`config.mk`:
```
export PLATFORM = sky130hd
export DESIGN_NAME = mem_system
export DESIGN_NICKNAME = d
export VERILOG_FILES = /design/src/common/mem_pkg.sv /design/src/design/mem_system.sv /design/src/design/mem_router.sv /design/src/ram2/ram2_port.sv /design/src/ram1/ram1_uart_port.sv /design/src/boot/boot_loader.sv
export SDC_FILE = /design/constraint.sdc
export NUM_CORES = 1
export LEC_CHECK = 0
export BUFFER_PORTS_ARGS = -buffer_cell sky130_fd_sc_hd__buf_2
export CAP_MARGIN = 5
export CORE_MARGIN = 2
export CORE_UTILIZATION = 40
export CTS_CLUSTER_DIAMETER = 200
export CTS_CLUSTER_SIZE = 20
export DETAILED_ROUTE_END_ITERATION = 6
export GPL_TIMING_DRIVEN = 0
export PLACE_DENSITY = 0.82
export REMOVE_ABC_BUFFERS = 1
export SLEW_MARGIN = 20
export SYNTH_ARGS = -nofsm -noshare
export SYNTH_HDL_FRONTEND = slang
export SYNTH_SLANG_ARGS = --single-unit
```
`constraint.sdc`:
```
create_clock -name clk -period 2.5 [get_ports clk]
set_input_delay 0.5 -clock clk [delete_from_list [all_inputs] [get_ports clk]]
set_output_delay 0.5 -clock clk [all_outputs]
set_load 0.03 [all_outputs]
```
`src/common/mem_pkg.sv`:
```
package mem_pkg;

	// Processor word space and memory word
	localparam int ADDR_W = 16;
	localparam int DATA_W = 16;

	// Board pin widths
	localparam int SRAM_ADDR_W = 18;
	localparam int FLASH_ADDR_W = 22;

	// Data space map
	localparam logic [ADDR_W-1:0] RAM1_BASE = 16'h8000;
	localparam logic [7:0] IO_PAGE = 8'hBF;

	// UART registers inside the I/O page
	localparam logic [7:0] UART_DATA_REG = 8'h00;
	localparam logic [7:0] UART_STAT_REG = 8'h01;

	// One data address, seen flat or as page and register
	typedef union packed {
		logic [ADDR_W-1:0] flat;
		struct packed {
			logic [7:0] page;
			logic [7:0] regnum;
		} io;
	} data_addr_u;

endpackage
```
`src/design/mem_system.sv`:
```
`timescale 1ns/1ps

module mem_system #(
	parameter int BOOT_WORDS = 16
) (
	input  logic                             clk,
	input  logic                             rst_n,
	input  logic                             if_req,
	input  logic [mem_pkg::ADDR_W-1:0]       if_pc,
	output logic [mem_pkg::DATA_W-1:0]       if_inst,
	output logic                             if_done,
	input  logic                             exe_rd,
	input  logic                             exe_wr,
	input  logic [mem_pkg::ADDR_W-1:0]       exe_addr,
	input  logic [mem_pkg::DATA_W-1:0]       exe_wdata,
	output logic [mem_pkg::DATA_W-1:0]       exe_rdata,
	output logic                             exe_done,
	output logic                             hold,
	output logic                             boot_done,
	output logic [mem_pkg::FLASH_ADDR_W-1:0] flash_addr,
	output logic                             flash_rd,
	input  logic [mem_pkg::DATA_W-1:0]       flash_data,
	input  logic                             flash_ready,
	output logic [mem_pkg::SRAM_ADDR_W-1:0]  ram1_addr,
	output logic [mem_pkg::DATA_W-1:0]       ram1_wdata,
	input  logic [mem_pkg::DATA_W-1:0]       ram1_rdata,
	output logic                             ram1_en,
	output logic                             ram1_oe,
	output logic                             ram1_we,
	output logic [mem_pkg::SRAM_ADDR_W-1:0]  ram2_addr,
	output logic [mem_pkg::DATA_W-1:0]       ram2_wdata,
	input  logic [mem_pkg::DATA_W-1:0]       ram2_rdata,
	output logic                             ram2_en,
	output logic                             ram2_oe,
	output logic                             ram2_we,
	input  logic                             data_ready,
	output logic                             rdn,
	input  logic                             tbre,
	input  logic                             tsre,
	output logic                             wrn
);

	// Boot path into RAM2
	logic                       init_wr;
	logic [mem_pkg::ADDR_W-1:0] init_addr;
	logic [mem_pkg::DATA_W-1:0] init_data;
	logic                       init_done;

	// Router to data channel
	logic                       r1_rd;
	logic                       r1_wr;
	mem_pkg::data_addr_u        r1_addr;
	logic [mem_pkg::DATA_W-1:0] r1_wdata;
	logic [mem_pkg::DATA_W-1:0] r1_rdata;
	logic                       r1_done;

	// Router to program channel
	logic                       r2_rd;
	logic                       r2_wr;
	logic [mem_pkg::ADDR_W-1:0] r2_addr;
	logic [mem_pkg::DATA_W-1:0] r2_wdata;
	logic [mem_pkg::DATA_W-1:0] r2_rdata;
	logic                       r2_done;

	boot_loader #(
		.BOOT_WORDS(BOOT_WORDS)
	) u_boot_loader (
		.clk, .rst_n,
		.flash_rd, .flash_addr, .flash_ready, .flash_data,
		.init_wr, .init_addr, .init_data, .init_done,
		.boot_done
	);

	mem_router u_mem_router (
		.clk, .rst_n, .boot_done,
		.exe_rd, .exe_wr, .exe_addr, .exe_wdata, .exe_rdata, .exe_done, .hold,
		.ram1_rd(r1_rd),
		.ram1_wr(r1_wr),
		.ram1_addr(r1_addr),
		.ram1_wdata(r1_wdata),
		.ram1_rdata(r1_rdata),
		.ram1_done(r1_done),
		.ram2_rd(r2_rd),
		.ram2_wr(r2_wr),
		.ram2_addr(r2_addr),
		.ram2_wdata(r2_wdata),
		.ram2_rdata(r2_rdata),
		.ram2_done(r2_done)
	);

	ram1_uart_port u_ram1_uart_port (
		.clk, .rst_n,
		.req_rd(r1_rd),
		.req_wr(r1_wr),
		.addr(r1_addr),
		.wdata(r1_wdata),
		.rdata(r1_rdata),
		.done(r1_done),
		.ram1_addr, .ram1_wdata, .ram1_rdata, .ram1_en, .ram1_oe, .ram1_we,
		.data_ready, .rdn, .tbre, .tsre, .wrn
	);

	ram2_port u_ram2_port (
		.clk, .rst_n,
		.init_wr, .init_addr, .init_data, .init_done,
		.exe_req_rd(r2_rd),
		.exe_req_wr(r2_wr),
		.exe_addr(r2_addr),
		.exe_wdata(r2_wdata),
		.exe_rdata(r2_rdata),
		.exe_done(r2_done),
		.if_req, .if_pc, .if_inst, .if_done,
		.ram2_addr, .ram2_wdata, .ram2_rdata, .ram2_en, .ram2_oe, .ram2_we
	);

endmodule

```
`src/design/mem_router.sv`:
```
`timescale 1ns/1ps

module mem_router (
	input  logic                       clk,
	input  logic                       rst_n,
	input  logic                       boot_done,
	input  logic                       exe_rd,
	input  logic                       exe_wr,
	input  logic [mem_pkg::ADDR_W-1:0] exe_addr,
	input  logic [mem_pkg::DATA_W-1:0] exe_wdata,
	output logic [mem_pkg::DATA_W-1:0] exe_rdata,
	output logic                       exe_done,
	output logic                       hold,
	output logic                       ram1_rd,
	output logic                       ram1_wr,
	output mem_pkg::data_addr_u        ram1_addr,
	output logic [mem_pkg::DATA_W-1:0] ram1_wdata,
	input  logic [mem_pkg::DATA_W-1:0] ram1_rdata,
	input  logic                       ram1_done,
	output logic                       ram2_rd,
	output logic                       ram2_wr,
	output logic [mem_pkg::ADDR_W-1:0] ram2_addr,
	output logic [mem_pkg::DATA_W-1:0] ram2_wdata,
	input  logic [mem_pkg::DATA_W-1:0] ram2_rdata,
	input  logic                       ram2_done
);

	logic sel_ram1;
	logic exe_any;

	// Upper half of data space is RAM1 and the UART page
	assign sel_ram1 = (exe_addr >= mem_pkg::RAM1_BASE);
	assign exe_any = exe_rd || exe_wr;

	assign ram1_rd = boot_done && exe_rd && sel_ram1;
	assign ram1_wr = boot_done && exe_wr && sel_ram1;
	assign ram2_rd = boot_done && exe_rd && !sel_ram1;
	assign ram2_wr = boot_done && exe_wr && !sel_ram1;

	assign ram1_addr = exe_addr;
	assign ram1_wdata = exe_wdata;
	assign ram2_addr = exe_addr;
	assign ram2_wdata = exe_wdata;

	assign exe_done = sel_ram1 ? ram1_done : ram2_done;
	assign exe_rdata = sel_ram1 ? ram1_rdata : ram2_rdata;

	// Pipeline frozen during boot and while an access is pending
	assign hold = !boot_done || (exe_any && !exe_done);

	a_one_channel: assert property (@(posedge clk) disable iff (!rst_n)
		!((ram1_rd || ram1_wr) && (ram2_rd || ram2_wr)));

	// A channel only answers a request that is still held
	a_done_has_req: assert property (@(posedge clk) disable iff (!rst_n)
		exe_done |-> exe_any && boot_done);

endmodule

```
`src/ram2/ram2_port.sv`:
```
`timescale 1ns/1ps

module ram2_port (
	input  logic                            clk,
	input  logic                            rst_n,
	input  logic                            init_wr,
	input  logic [mem_pkg::ADDR_W-1:0]      init_addr,
	input  logic [mem_pkg::DATA_W-1:0]      init_data,
	output logic                            init_done,
	input  logic                            exe_req_rd,
	input  logic                            exe_req_wr,
	input  logic [mem_pkg::ADDR_W-1:0]      exe_addr,
	input  logic [mem_pkg::DATA_W-1:0]      exe_wdata,
	output logic [mem_pkg::DATA_W-1:0]      exe_rdata,
	output logic                            exe_done,
	input  logic                            if_req,
	input  logic [mem_pkg::ADDR_W-1:0]      if_pc,
	output logic [mem_pkg::DATA_W-1:0]      if_inst,
	output logic                            if_done,
	output logic [mem_pkg::SRAM_ADDR_W-1:0] ram2_addr,
	output logic [mem_pkg::DATA_W-1:0]      ram2_wdata,
	input  logic [mem_pkg::DATA_W-1:0]      ram2_rdata,
	output logic                            ram2_en,
	output logic                            ram2_oe,
	output logic                            ram2_we
);

	localparam int G_BOOT = 0;
	localparam int G_EXE  = 1;
	localparam int G_IF   = 2;

	logic [2:0]                   req;
	logic [2:0]                   grant;
	logic [2:0]                   dn;
	logic                         phase;
	logic                         busy;
	logic                         acc_wr;
	logic [mem_pkg::ADDR_W-1:0]   acc_addr;
	logic [mem_pkg::DATA_W-1:0]   acc_wdata;
	logic [mem_pkg::DATA_W-1:0]   rd_word;

	// Mask a requester in its own done cycle
	assign req = {if_req, exe_req_rd | exe_req_wr, init_wr} & ~dn;

	always_ff @(posedge clk) begin
		if (!rst_n) begin
			grant <= '0;
			phase <= 1'b0;
			dn <= '0;
		end else begin
			dn <= '0;
			if (grant == '0) begin
				phase <= 1'b0;
				if (req[G_BOOT])
					grant[G_BOOT] <= 1'b1;
				else if (req[G_EXE])
					grant[G_EXE] <= 1'b1;
				else if (req[G_IF])
					grant[G_IF] <= 1'b1;
			end else if (!phase) begin
				phase <= 1'b1;
			end else begin
				grant <= '0;
				phase <= 1'b0;
				dn <= grant;
			end
		end
	end

	always_comb begin
		acc_addr = if_pc;
		acc_wdata = exe_wdata;
		acc_wr = 1'b0;
		if (grant[G_BOOT]) begin
			acc_addr = init_addr;
			acc_wdata = init_data;
			acc_wr = 1'b1;
		end else if (grant[G_EXE]) begin
			acc_addr = exe_addr;
			acc_wr = exe_req_wr;
		end
	end

	// Read word taken at the end of the second cycle
	always_ff @(posedge clk) begin
		if (phase && !acc_wr)
			rd_word <= ram2_rdata;
	end

	assign busy = |grant;

	assign ram2_addr = {{(mem_pkg::SRAM_ADDR_W - mem_pkg::ADDR_W){1'b0}}, acc_addr};
	assign ram2_wdata = acc_wdata;
	assign ram2_en = !busy;
	assign ram2_oe = !(busy && !acc_wr);
	assign ram2_we = !(busy && acc_wr);

	assign init_done = dn[G_BOOT];
	assign exe_done = dn[G_EXE];
	assign if_done = dn[G_IF];
	assign exe_rdata = rd_word;
	assign if_inst = rd_word;

	a_one_grant: assert property (@(posedge clk) disable iff (!rst_n)
		$onehot0(grant));

endmodule

```
`src/ram1/ram1_uart_port.sv`:
```
`timescale 1ns/1ps

module ram1_uart_port (
	input  logic                            clk,
	input  logic                            rst_n,
	input  logic                            req_rd,
	input  logic                            req_wr,
	input  mem_pkg::data_addr_u             addr,
	input  logic [mem_pkg::DATA_W-1:0]      wdata,
	output logic [mem_pkg::DATA_W-1:0]      rdata,
	output logic                            done,
	output logic [mem_pkg::SRAM_ADDR_W-1:0] ram1_addr,
	output logic [mem_pkg::DATA_W-1:0]      ram1_wdata,
	input  logic [mem_pkg::DATA_W-1:0]      ram1_rdata,
	output logic                            ram1_en,
	output logic                            ram1_oe,
	output logic                            ram1_we,
	input  logic                            data_ready,
	output logic                            rdn,
	input  logic                            tbre,
	input  logic                            tsre,
	output logic                            wrn
);

	localparam int DW = mem_pkg::DATA_W;

	logic          busy;
	logic          phase;
	logic          op_wr;
	logic          op_sram;
	logic          op_uart;
	logic          op_stat;
	logic          is_io;
	logic          sram_act;
	logic          uart_act;
	logic [DW-1:0] status_word;

	assign is_io = (addr.io.page == mem_pkg::IO_PAGE);

	// Two strobe cycles per access, done right after the second
	always_ff @(posedge clk) begin
		if (!rst_n) begin
			busy <= 1'b0;
			phase <= 1'b0;
			done <= 1'b0;
			op_wr <= 1'b0;
			op_sram <= 1'b0;
			op_uart <= 1'b0;
			op_stat <= 1'b0;
		end else begin
			done <= 1'b0;
			if (!busy) begin
				// Level is still up during the done cycle
				if ((req_rd || req_wr) && !done) begin
					busy <= 1'b1;
					phase <= 1'b0;
					op_wr <= req_wr;
					op_sram <= !is_io;
					op_uart <= is_io && (addr.io.regnum == mem_pkg::UART_DATA_REG);
					op_stat <= is_io && (addr.io.regnum == mem_pkg::UART_STAT_REG);
				end
			end else if (!phase) begin
				phase <= 1'b1;
			end else begin
				busy <= 1'b0;
				phase <= 1'b0;
				done <= 1'b1;
			end
		end
	end

	assign status_word = {{(DW - 2){1'b0}}, data_ready, tbre & tsre};

	always_ff @(posedge clk) begin
		if (busy && phase && !op_wr) begin
			if (op_sram)
				rdata <= ram1_rdata;
			else if (op_uart)
				rdata <= {{(DW - 8){1'b0}}, ram1_rdata[7:0]};
			else if (op_stat)
				rdata <= status_word;
			else
				rdata <= '0;
		end
	end

	assign sram_act = busy && op_sram;
	assign uart_act = busy && op_uart;

	assign ram1_addr = {{(mem_pkg::SRAM_ADDR_W - mem_pkg::ADDR_W){1'b0}}, addr.flat};
	assign ram1_wdata = op_uart ? {{(DW - 8){1'b0}}, wdata[7:0]} : wdata;
	assign ram1_en = !sram_act;
	assign ram1_oe = !(sram_act && !op_wr);
	assign ram1_we = !(sram_act && op_wr);

	// UART shares the RAM1 data lines
	assign rdn = !(uart_act && !op_wr);
	assign wrn = !(uart_act && op_wr);

	a_bus_owner: assert property (@(posedge clk) disable iff (!rst_n)
		(rdn || wrn) && (ram1_en || (rdn && wrn)));

endmodule

```
`src/boot/boot_loader.sv`:
```
`timescale 1ns/1ps

module boot_loader #(
	parameter int BOOT_WORDS = 16
) (
	input  logic                             clk,
	input  logic                             rst_n,
	output logic                             flash_rd,
	output logic [mem_pkg::FLASH_ADDR_W-1:0] flash_addr,
	input  logic                             flash_ready,
	input  logic [mem_pkg::DATA_W-1:0]       flash_data,
	output logic                             init_wr,
	output logic [mem_pkg::ADDR_W-1:0]       init_addr,
	output logic [mem_pkg::DATA_W-1:0]       init_data,
	input  logic                             init_done,
	output logic                             boot_done
);

	localparam int AW = mem_pkg::ADDR_W;
	localparam logic [AW-1:0] LAST_WORD = AW'(BOOT_WORDS - 1);

	localparam logic [2:0] ST_START = 3'd0;
	localparam logic [2:0] ST_REQ   = 3'd1;
	localparam logic [2:0] ST_WAIT  = 3'd2;
	localparam logic [2:0] ST_WRITE = 3'd3;
	localparam logic [2:0] ST_DONE  = 3'd4;

	logic [2:0]    state;
	logic [AW-1:0] word_idx;

	always_ff @(posedge clk) begin
		if (!rst_n) begin
			state <= ST_START;
			word_idx <= '0;
		end else begin
			case (state)
				ST_START: state <= ST_REQ;
				ST_REQ: state <= ST_WAIT;
				ST_WAIT: begin
					if (flash_ready)
						state <= ST_WRITE;
				end
				ST_WRITE: begin
					if (init_done) begin
						if (word_idx == LAST_WORD) begin
							state <= ST_DONE;
						end else begin
							word_idx <= word_idx + 1'b1;
							state <= ST_REQ;
						end
					end
				end
				default: state <= ST_DONE;
			endcase
		end
	end

	// Flash word held until RAM2 has taken it
	always_ff @(posedge clk) begin
		if (state == ST_WAIT && flash_ready)
			init_data <= flash_data;
	end

	assign flash_rd = (state == ST_REQ);
	assign flash_addr = {{(mem_pkg::FLASH_ADDR_W - AW){1'b0}}, word_idx};
	assign init_wr = (state == ST_WRITE);
	assign init_addr = word_idx;
	assign boot_done = (state == ST_DONE);

	// One flash read in flight at a time
	a_single_flash_read: assert property (@(posedge clk) disable iff (!rst_n)
		flash_rd |=> (!flash_rd until flash_ready));

endmodule

```
* Word level (Yosys, flattened, before mapping)
Index checks and enable logic that the tools add are counted.
Word-level totals: memory bits (read-only) 0, register bits 81, output and inout bits 135, word-level logic and storage cells 125, memories kept 0, input port bits 105, bits in writable memories 0, latch bits 0
Cells by class: shift-type cells 0, magnitude comparators 1, add/subtract/negate cells 1, reduce and logical (&&, ||, !) cells 55, multiplexer cells 29, bitwise gates (word level) 8, multipliers 0, divide/modulo/power cells 0, equal/unequal tests 14
Operator list (count):
- $mux W16 | 7
- $logic_and A1 B1 Y1 | 22
- $add A16 B1 Y16 const B | 1
- $eq A16 B4 Y1 const B | 1
- $ge A16 B16 Y1 const B | 1
- $logic_not A1 Y1 | 15
- $mux W3 | 5
- $mux W1 | 14
- $pmux W3 S4 | 1
- $eq A8 B1 Y1 const B | 1
- $eq A8 B8 Y1 const B | 1
- $logic_not A8 Y1 | 1
- $ne A2 B2 Y1 const B | 4
- $reduce_and A2 Y1 | 4
- $eq A3 B2 Y1 const B | 2
- $logic_not A3 Y1 | 2
- $ne A2 B1 Y1 const B | 3
- $reduce_and A3 Y1 | 2
- $reduce_or A3 Y1 | 2
- $mux W2 | 2
- $not A1 Y1 | 4
- $reduce_and A4 Y1 | 1
- $reduce_bool A2 Y1 | 2
- $and A3 B3 Y3 | 1
- other kinds (7) | 9

* Longest topological paths before layout
Gate-level depths: netlist of the first run.
depth in word-level cells 9, gate-level depth with buffers 6

* Cells and area by module
A second synthesis of the first run with hierarchy kept.
Second synthesis, totals: cell total of the unflattened synthesis 486, area, all modules 5118.7 sq um
By module, submodules not included:
- boot_loader | instances 1, area each 1664.1 sq um, sequential area each 860.8 sq um, cells an instance 150
- ram2_port | instances 1, area each 1448.9 sq um, sequential area each 620.6 sq um, cells an instance 134
- ram1_uart_port | instances 1, area each 1221.2 sq um, sequential area each 620.6 sq um, cells an instance 113
- mem_router | instances 1, area each 784.5 sq um, sequential area each 0.0 sq um, cells an instance 89

* Worst setup path before layout of the first run
Ideal clock, no wire load.
path kind input -> register, start in flash_ready, end reg u_boot_loader.init_data[0] in the netlist's numbering, enable pin, data arrival time 2156 ps, stages 1, library setup time 431 ps, required time 2069 ps, path buffers 0, path slack -87 ps, cell sequence nor4bb_1
Between the ends: word-level cells in the longest chain between the ends 1
Ends and longest elaborated chain:
- start: declaration | RTL line mem_system.sv:23 | input logic flash_ready,
- $logic_and A1 B1 Y1 | RTL line boot_loader.sv:60 | if (state == ST_WAIT && flash_ready)
- end signal: assignment | RTL line boot_loader.sv:61 | init_data <= flash_data;
- end: declaration | RTL line boot_loader.sv:14 | output logic [mem_pkg::DATA_W-1:0] init_data,
No other way between the ends. A chain may end at the register's enable or synchronous reset.

* Worst setup path after layout of the first run
start reg u_boot_loader.state[2], end out ram2_oe
Between the ends: word-level cells in the longest chain between the ends 8
Ends and longest elaborated chain:
- start: declaration | RTL line boot_loader.sv:28 | logic [2:0] state;
- start signal: assignment | RTL line boot_loader.sv:33 | state <= ST_START;
- start signal: assignment | RTL line boot_loader.sv:37 | ST_START: state <= ST_REQ;
- start signal: assignment | RTL line boot_loader.sv:38 | ST_REQ: state <= ST_WAIT;
- $eq A3 B3 Y1 | RTL line boot_loader.sv:68 | assign boot_done = (state == ST_DONE);
- $logic_and A1 B1 Y1 (2 in series) | RTL line mem_router.sv:38 | assign ram2_wr = boot_done && exe_wr && !sel_ram1;
- $mux W1 | RTL line ram2_port.sv:78 | end else if (grant[G_EXE]) begin
- $mux W1 | RTL line ram2_port.sv:74 | if (grant[G_BOOT]) begin
- $logic_not A1 Y1 | RTL line ram2_port.sv:95 | assign ram2_oe = !(busy && !acc_wr);
- $logic_and A1 B1 Y1 | RTL line ram2_port.sv:95
- $logic_not A1 Y1 | RTL line ram2_port.sv:95
- end: declaration | RTL line mem_system.sv:34 | output logic ram2_oe,
No other way between the ends.

==> flow_summary.ini, run 1 <==
[final_layout]
areaGrowthSynthToFinish_pct = 30.6
drive_above_1_share = 0.493
nFillCells = 925
n_antenna_cell = 0
fin_nets = 697

[clocking]
cts_made_buffers = 9
cts_setup_buffers = 0
clock_sinks = 81
cts.path.max_buffers = 2
cts_tree = done
cts.clk_slew.worst_paths_ps = 80
clk_latency_ps = 340
htreeDepth = 3
clk_root_buffer_cell = clkbuf_8

[timing]
slew_headroom = 0.437
tightest_slew_ps = 844
max_freq_ghz = 0.419
setup_viol = 0
hold_slack_ps = 326
slew_violations = 0
skew_ps = 10.2
hold_viol_final = 0
fin_ws_ps = 116
finalCritPeriodShare = 0.954
fin_crit_ps = 2380
rsz0062_at_grt = false

[critical_path]
r2r-start = u_boot_loader.state[1]$_SDFFE_PN0P_
endpoint_kind = primary output
crit_required_ps = 2000
worstPathMaxFanout = 9
cp_data_arrival_time_ps = 1880
worstSetupPathType = register to primary output
cp-startpoint = u_boot_loader.state[2]$_SDFFE_PN0P_
startpoint_type = register

[synth]
ys_ff_latch = 81
yosysMostFrequentCell = edfxtp_1
yosysSeqAreaShare = 0.492
synth_area_mm2 = 0.00427
synth_common_cells = 48 x edfxtp_1, 37 x nand2_1, 34 x buf_4
yosysWarnings = 0
synthArstFlopShare = 0
synth_top_cell_by_area = edfxtp_1
synth.area.top_cells = edfxtp_1 34%, dfxtp_1 15%, mux2_2 8.7%
avgSynthCellArea_um2 = 10.8
synth-edff-count = 48
yosys.cell_types.count = 47
syn_inst = 394
synth_top_flop_cell = edfxtp_1
synth_top_area_share = 0.337

[route]
drt_first_pass_iters = 5
ant_nets = 0
viasPerCell = 4.99
wl_per_cell_um = 15.3
vias = 3653
route.detailed.drc = 0
first_iter_violations = 142
wl_mm = 11.2

[placement]
hpwl_mm = 8.61
portBuffers = 229
dp_slack_ps = 74.4
gp_congestion = 0.842

[pwr]
pwr_density_cell_mw_per_mm2 = 574
clkPwrFrac = 0.353
p_sw_mw = 0.881
p_seq_frac = 0.460
p_comb_frac = 0.187
p_sw_frac = 0.275
total_power_mw = 3.20
p_int_mw = 2.32
peakVddDrop_mv = 0.319
leakage_nw = 2.39

[hold_path]
min_path_type = primary input to register
hold_start = flash_data[6]

[grt]
track_usage = 0.187
grt_max_degree = 42
grt_pass1_wl_mm = 16.9
grt_overflow_total = 0
grt_antenna_before_repair = 0
grt_pass1_vias = 3410

[floorplanning]
fp.dieH_um = 107
num_io_pins = 240
num_rows = 37
start_util = 0.412
die_area_mm2 = 0.0115
coreArea_mm2 = 0.0104
die_w_um = 107

[flow_run]
cap_violations = 0

[outcome]
outcome = finished clean
## cells by family (layout without fill, tap and decap cells)
family	after synthesis	after routing	share of synthesized area
compound gates	43	43	0.0624
xor+xnor	2	2	0.00410
fa+ha+maj	1	1	0.00293
buf+inv	59	252	0.0841
flops	81	81	0.492
mux	59	59	0.148
other cells	1	10	0.000878
simple gates	148	148	0.206
## path summary, 6_finish.rpt
kind                                                 to  slack, ps  depth (start not counted)
setup / recovery                                ram2_oe        120                          5
hold / removal     u_boot_loader.init_data[6]$_DFFE_PP_        330                          1
setup reg to reg    u_ram2_port.exe_rdata[12]$_DFFE_PP_        310                          4
hold reg to reg   u_ram1_uart_port.op_stat$_SDFFE_PN0P_        500                          2
## power groups by stage
| stage | clock network (mW) | logic, mW | registers [mW] |
|---|---|---|---|
| floorplan | 0 | 0.285 | 1.54 |
| global placement | 0 | 0.572 | 1.51 |
| detailed placement | 0 | 0.600 | 1.51 |
| CTS | 1.17 | 0.602 | 1.48 |
| global route | 1.21 | 0.634 | 1.48 |
| finish | 1.13 | 0.598 | 1.48 |
## cells in the final DEF, fill, tap and decap left out, types with 2 or more instances in the layout
master | Yosys | routed
mux2i_1 | 26 | 26
or2_2 | 2 | 2
or4_1 | 7 | 7
conb_1 | 1 | 10
nor3_1 | 2 | 2
dfxtp_1 | 33 | 29
nand2b_1 | 10 | 10
a21oi_1 | 2 | 2
xor2_1 | 2 | 2
o31ai_1 | 4 | 4
nand2_1 | 37 | 37
clkbuf_8 | 0 | 9
inv_1 | 5 | 5
bufinv_16 | 0 | 3
nor4b_1 | 2 | 2
nand3b_1 | 3 | 3
clkbuf_1 | 13 | 2
a21boi_0 | 6 | 6
and2_1 | 11 | 11
edfxtp_1 | 48 | 48
buf_2 | 2 | 229
or4_4 | 2 | 2
a21boi_1 | 4 | 4
o21ai_0 | 22 | 22
nor3b_1 | 3 | 3
nor2_1 | 8 | 7
mux2_2 | 33 | 33
nor2b_1 | 17 | 17
nand3_1 | 12 | 12
nor4_1 | 6 | 6
or3_1 | 2 | 2
dfxtp_2 | 0 | 3
nor4bb_1 | 3 | 2
nand4b_1 | 3 | 3
nand4_1 | 5 | 5
and3_1 | 8 | 8
## registers in the layout, indices dropped and copies added (netlist names)
name	flops
u_boot_loader.init_addr	16
u_boot_loader.init_data	16
u_boot_loader.state	3
u_ram1_uart_port.busy	1
u_ram1_uart_port.done	1
u_ram1_uart_port.op_sram	1
u_ram1_uart_port.op_stat	1
u_ram1_uart_port.op_uart	1
u_ram1_uart_port.op_wr	1
u_ram1_uart_port.phase	1
u_ram1_uart_port.rdata	16
u_ram2_port.dn	3
u_ram2_port.exe_rdata	16
u_ram2_port.grant	3
u_ram2_port.phase	1
## area by class of cell
cell class                      count  area, um2  share of cell area
Tap cell                          136        170              0.0305
Inverter                            5       18.8             0.00336
Timing Repair Buffer              231       1180               0.212
Multi-Input combinational cell    263       1860               0.334
Clock inverter                      5        104              0.0186
Sequential cell                    81       2110               0.378
Clock buffer                       11        131              0.0235
## worst max-delay path, cell delays in order (launching register included)
cell and delay (ps):
dfxtp_4 410, or3b_4 440, inv_1 140, a41oi_1 190, o21ai_0 140, buf_2 230
## what timing repair did
item,4_1_cts,5_1_grt
pin swaps,0,0
setup endpoints to repair,19,1
hold buffers,0,0
gates resized for setup,2,2
## routing by layer
metal  vias to the layer above  track usage  routed length (um)
met5                         -            0                   0
li1                       1776            -                   -
met1                      1728        0.229                4610
met3                        13       0.0327                 655
met2                       136        0.327                5720
met4                         0       0.0733                 173
## per-stage QoR
step | area (um2) | util | setup TNS, ps | cells
2_1_floorplan | 3970 | - | -1470 | 349
3_3_place_gp | 5280 | 0.509 | -14460 | 714
3_5_place_dp | 5340 | 0.515 | 0 | 716
4_1_cts | 5580 | 0.538 | 0 | 732
5_1_grt | 5580 | 0.538 | 0 | 732
6_report | 5580 | 0.538 | 0 | 732
Power figures use the tool's default switching activity.
==> run 2: changes to the inputs <==
Settings changed: CELL_PAD_IN_SITES_DETAIL_PLACEMENT from default to 0, CELL_PAD_IN_SITES_GLOBAL_PLACEMENT from default to 1, CORE_UTILIZATION 40 to 29.
==> run 2 against run 1 <==
  * Final cell count increased by 6.6%
  * Critical path depth unchanged
  * Critical endpoint unchanged
  * Combinational power rose by 0.8%
  * Sequential power about the same
  * Worst setup slack better by 69 ps
  * Clock-buffer cell count down 2
  * Flip-flop and latch count is the same
  * Non-clock buffer count unchanged
  * Via count increased by 1.9%
  * Maximum frequency increased by 3.0%
  * Total power up 12%
  * Critical path type unchanged
==> flow_summary.ini, run 2 (same netlist as run 1, synthesis figures left out) <==
[critical_path]
worstSetupPathType = register to primary output
endpoint_kind = primary output
worstPathMaxFanout = 9
crit_required_ps = 2000
cp_data_arrival_time_ps = 1820
startpoint_type = register

[timing]
slew_violations = 0
slew_headroom = 0.474
max_freq_ghz = 0.432
skew_ps = 4.71
setup_viol = 0
fin_crit_ps = 2320
hold_viol_final = 0
finalCritPeriodShare = 0.926
hold_slack_ps = 327
rsz0062_at_grt = false
tightest_slew_ps = 788

[route]
ant_nets = 0
vias = 3721
route.detailed.drc = 0
wl_mm = 12.8
wl_per_cell_um = 16.4
drt_first_pass_iters = 5
viasPerCell = 4.77
first_iter_violations = 175

[grt]
grt_pass1_vias = 3580
grt_overflow_total = 0
grt_pass1_wl_mm = 19.6
grtUsageMet1 = 0.196
grtUsageMet3 = 0.0496
grt.busiest_layer = met2
grt_antenna_before_repair = 0
use_met2 = 0.269
grt_max_degree = 42
track_usage = 0.161

[clocking]
cts.clk_slew.worst_paths_ps = 60
htreeDepth = 3
clk_latency_ps = 340
cts_tree = done
cts.path.max_buffers = 2
cts_setup_buffers = 0
cts_made_buffers = 9
clock_sinks = 81
clk_root_buffer_cell = clkbuf_16

[placement]
portBuffers = 229
gp_congestion = 0.821
placed_area_mm2 = 0.00539
hpwl_mm = 9.89

[final_layout]
drive_above_1_share = 0.497
n_antenna_cell = 0
final_common_cell = buf_2
stdcell_area_mm2 = 0.00574
layout_common_cells = 228 x buf_2, 48 x edfxtp_1, 37 x nand2_1, 33 x mux2_2, 29 x dfxtp_1
fin_nets = 697
areaGrowthSynthToFinish_pct = 34.4

[hold_path]
min_path_type = primary input to register

[floorplanning]
num_rows = 44
die_w_um = 125
fp.dieH_um = 125
die_area_mm2 = 0.0157
num_io_pins = 240
start_util = 0.295
coreArea_mm2 = 0.0145

[outcome]
outcome = finished clean

[pwr]
peakVddDrop_mv = 0.307
leakage_nw = 2.43
pwr_density_cell_mw_per_mm2 = 627

[flow_run]
cap_violations = 0
run 2: changes by cell type in the layout (fill, tap and decap cells not counted), moves of 2 or more:
cell and delta:
clkbuf_1 -2, clkinvlp_4 +2, clkbuf_8 -9, clkbuf_16 +9
run 2: cell type report:
cell class	count	area (um2)
clock inverter	7	119
clock buffer	9	225
fill	1435	8740
timing repair buffer	231	1180
sequential	81	2110
tap	184	230
inverter	5	18.8
multi-input combinational	263	1860
run 2: final timing paths:
path | slack, ps | from | cells after the start | endpoint
worst min-delay path | 330 | flash_data[1] | 1 | u_boot_loader.init_data[1]$_DFFE_PP_
worst max-delay path | 180 | u_boot_loader.state[2]$_SDFFE_PN0P_ | 5 | ram2_oe
worst max register to register | 410 | u_boot_loader.state[1]$_SDFFE_PN0P_ | 4 | u_ram2_port.exe_rdata[8]$_DFFE_PP_
worst min register to register | 500 | u_ram1_uart_port.op_stat$_SDFFE_PN0P_ | 2 | u_ram1_uart_port.op_stat$_SDFFE_PN0P_
run 2: report_power, final:
part / internal, mW / switching, mW
clock: 0.975 / 0.545
sequential: 1.45 / 0.0298
combinational: 0.208 / 0.395
total: 2.63 / 0.969
run 2: metrics by stage:
step / setup slack, ps / utilization / TNS, ps / total power [mW] / cells
5_1_grt: 1.08 / 0.397 / 0 / 3.75 / 780
2_1_floorplan: -87.2 / - / -1470 / 1.82 / 349
4_1_cts: 39.9 / 0.396 / 0 / 3.66 / 780
3_3_place_gp: -1110 / 0.369 / -25860 / 2.10 / 762
6_report: 185 / 0.397 / 0 / 3.60 / 780
3_5_place_dp: 108 / 0.372 / 0 / 2.11 / 764
run 2: critical path: stages (launching register included):
cell	delay, ps
dfxtp_2	420
or3b_4	440
inv_1	120
a41oi_1	170
o21ai_1	140
buf_4	180
run 2: per-layer routing:
metal,vias to the layer above,part of all wire
met5,-,0
met4,0,0.014
met2,152,0.50
met1,1773,0.42
li1,1782,-
met3,14,0.071
run 2: timing repair:
| action | CTS | global route |
|---|---|---|
| setup endpoints to repair | 0 | 2 |
| resized for setup | 0 | 4 |
| hold buffers | 0 | 0 |
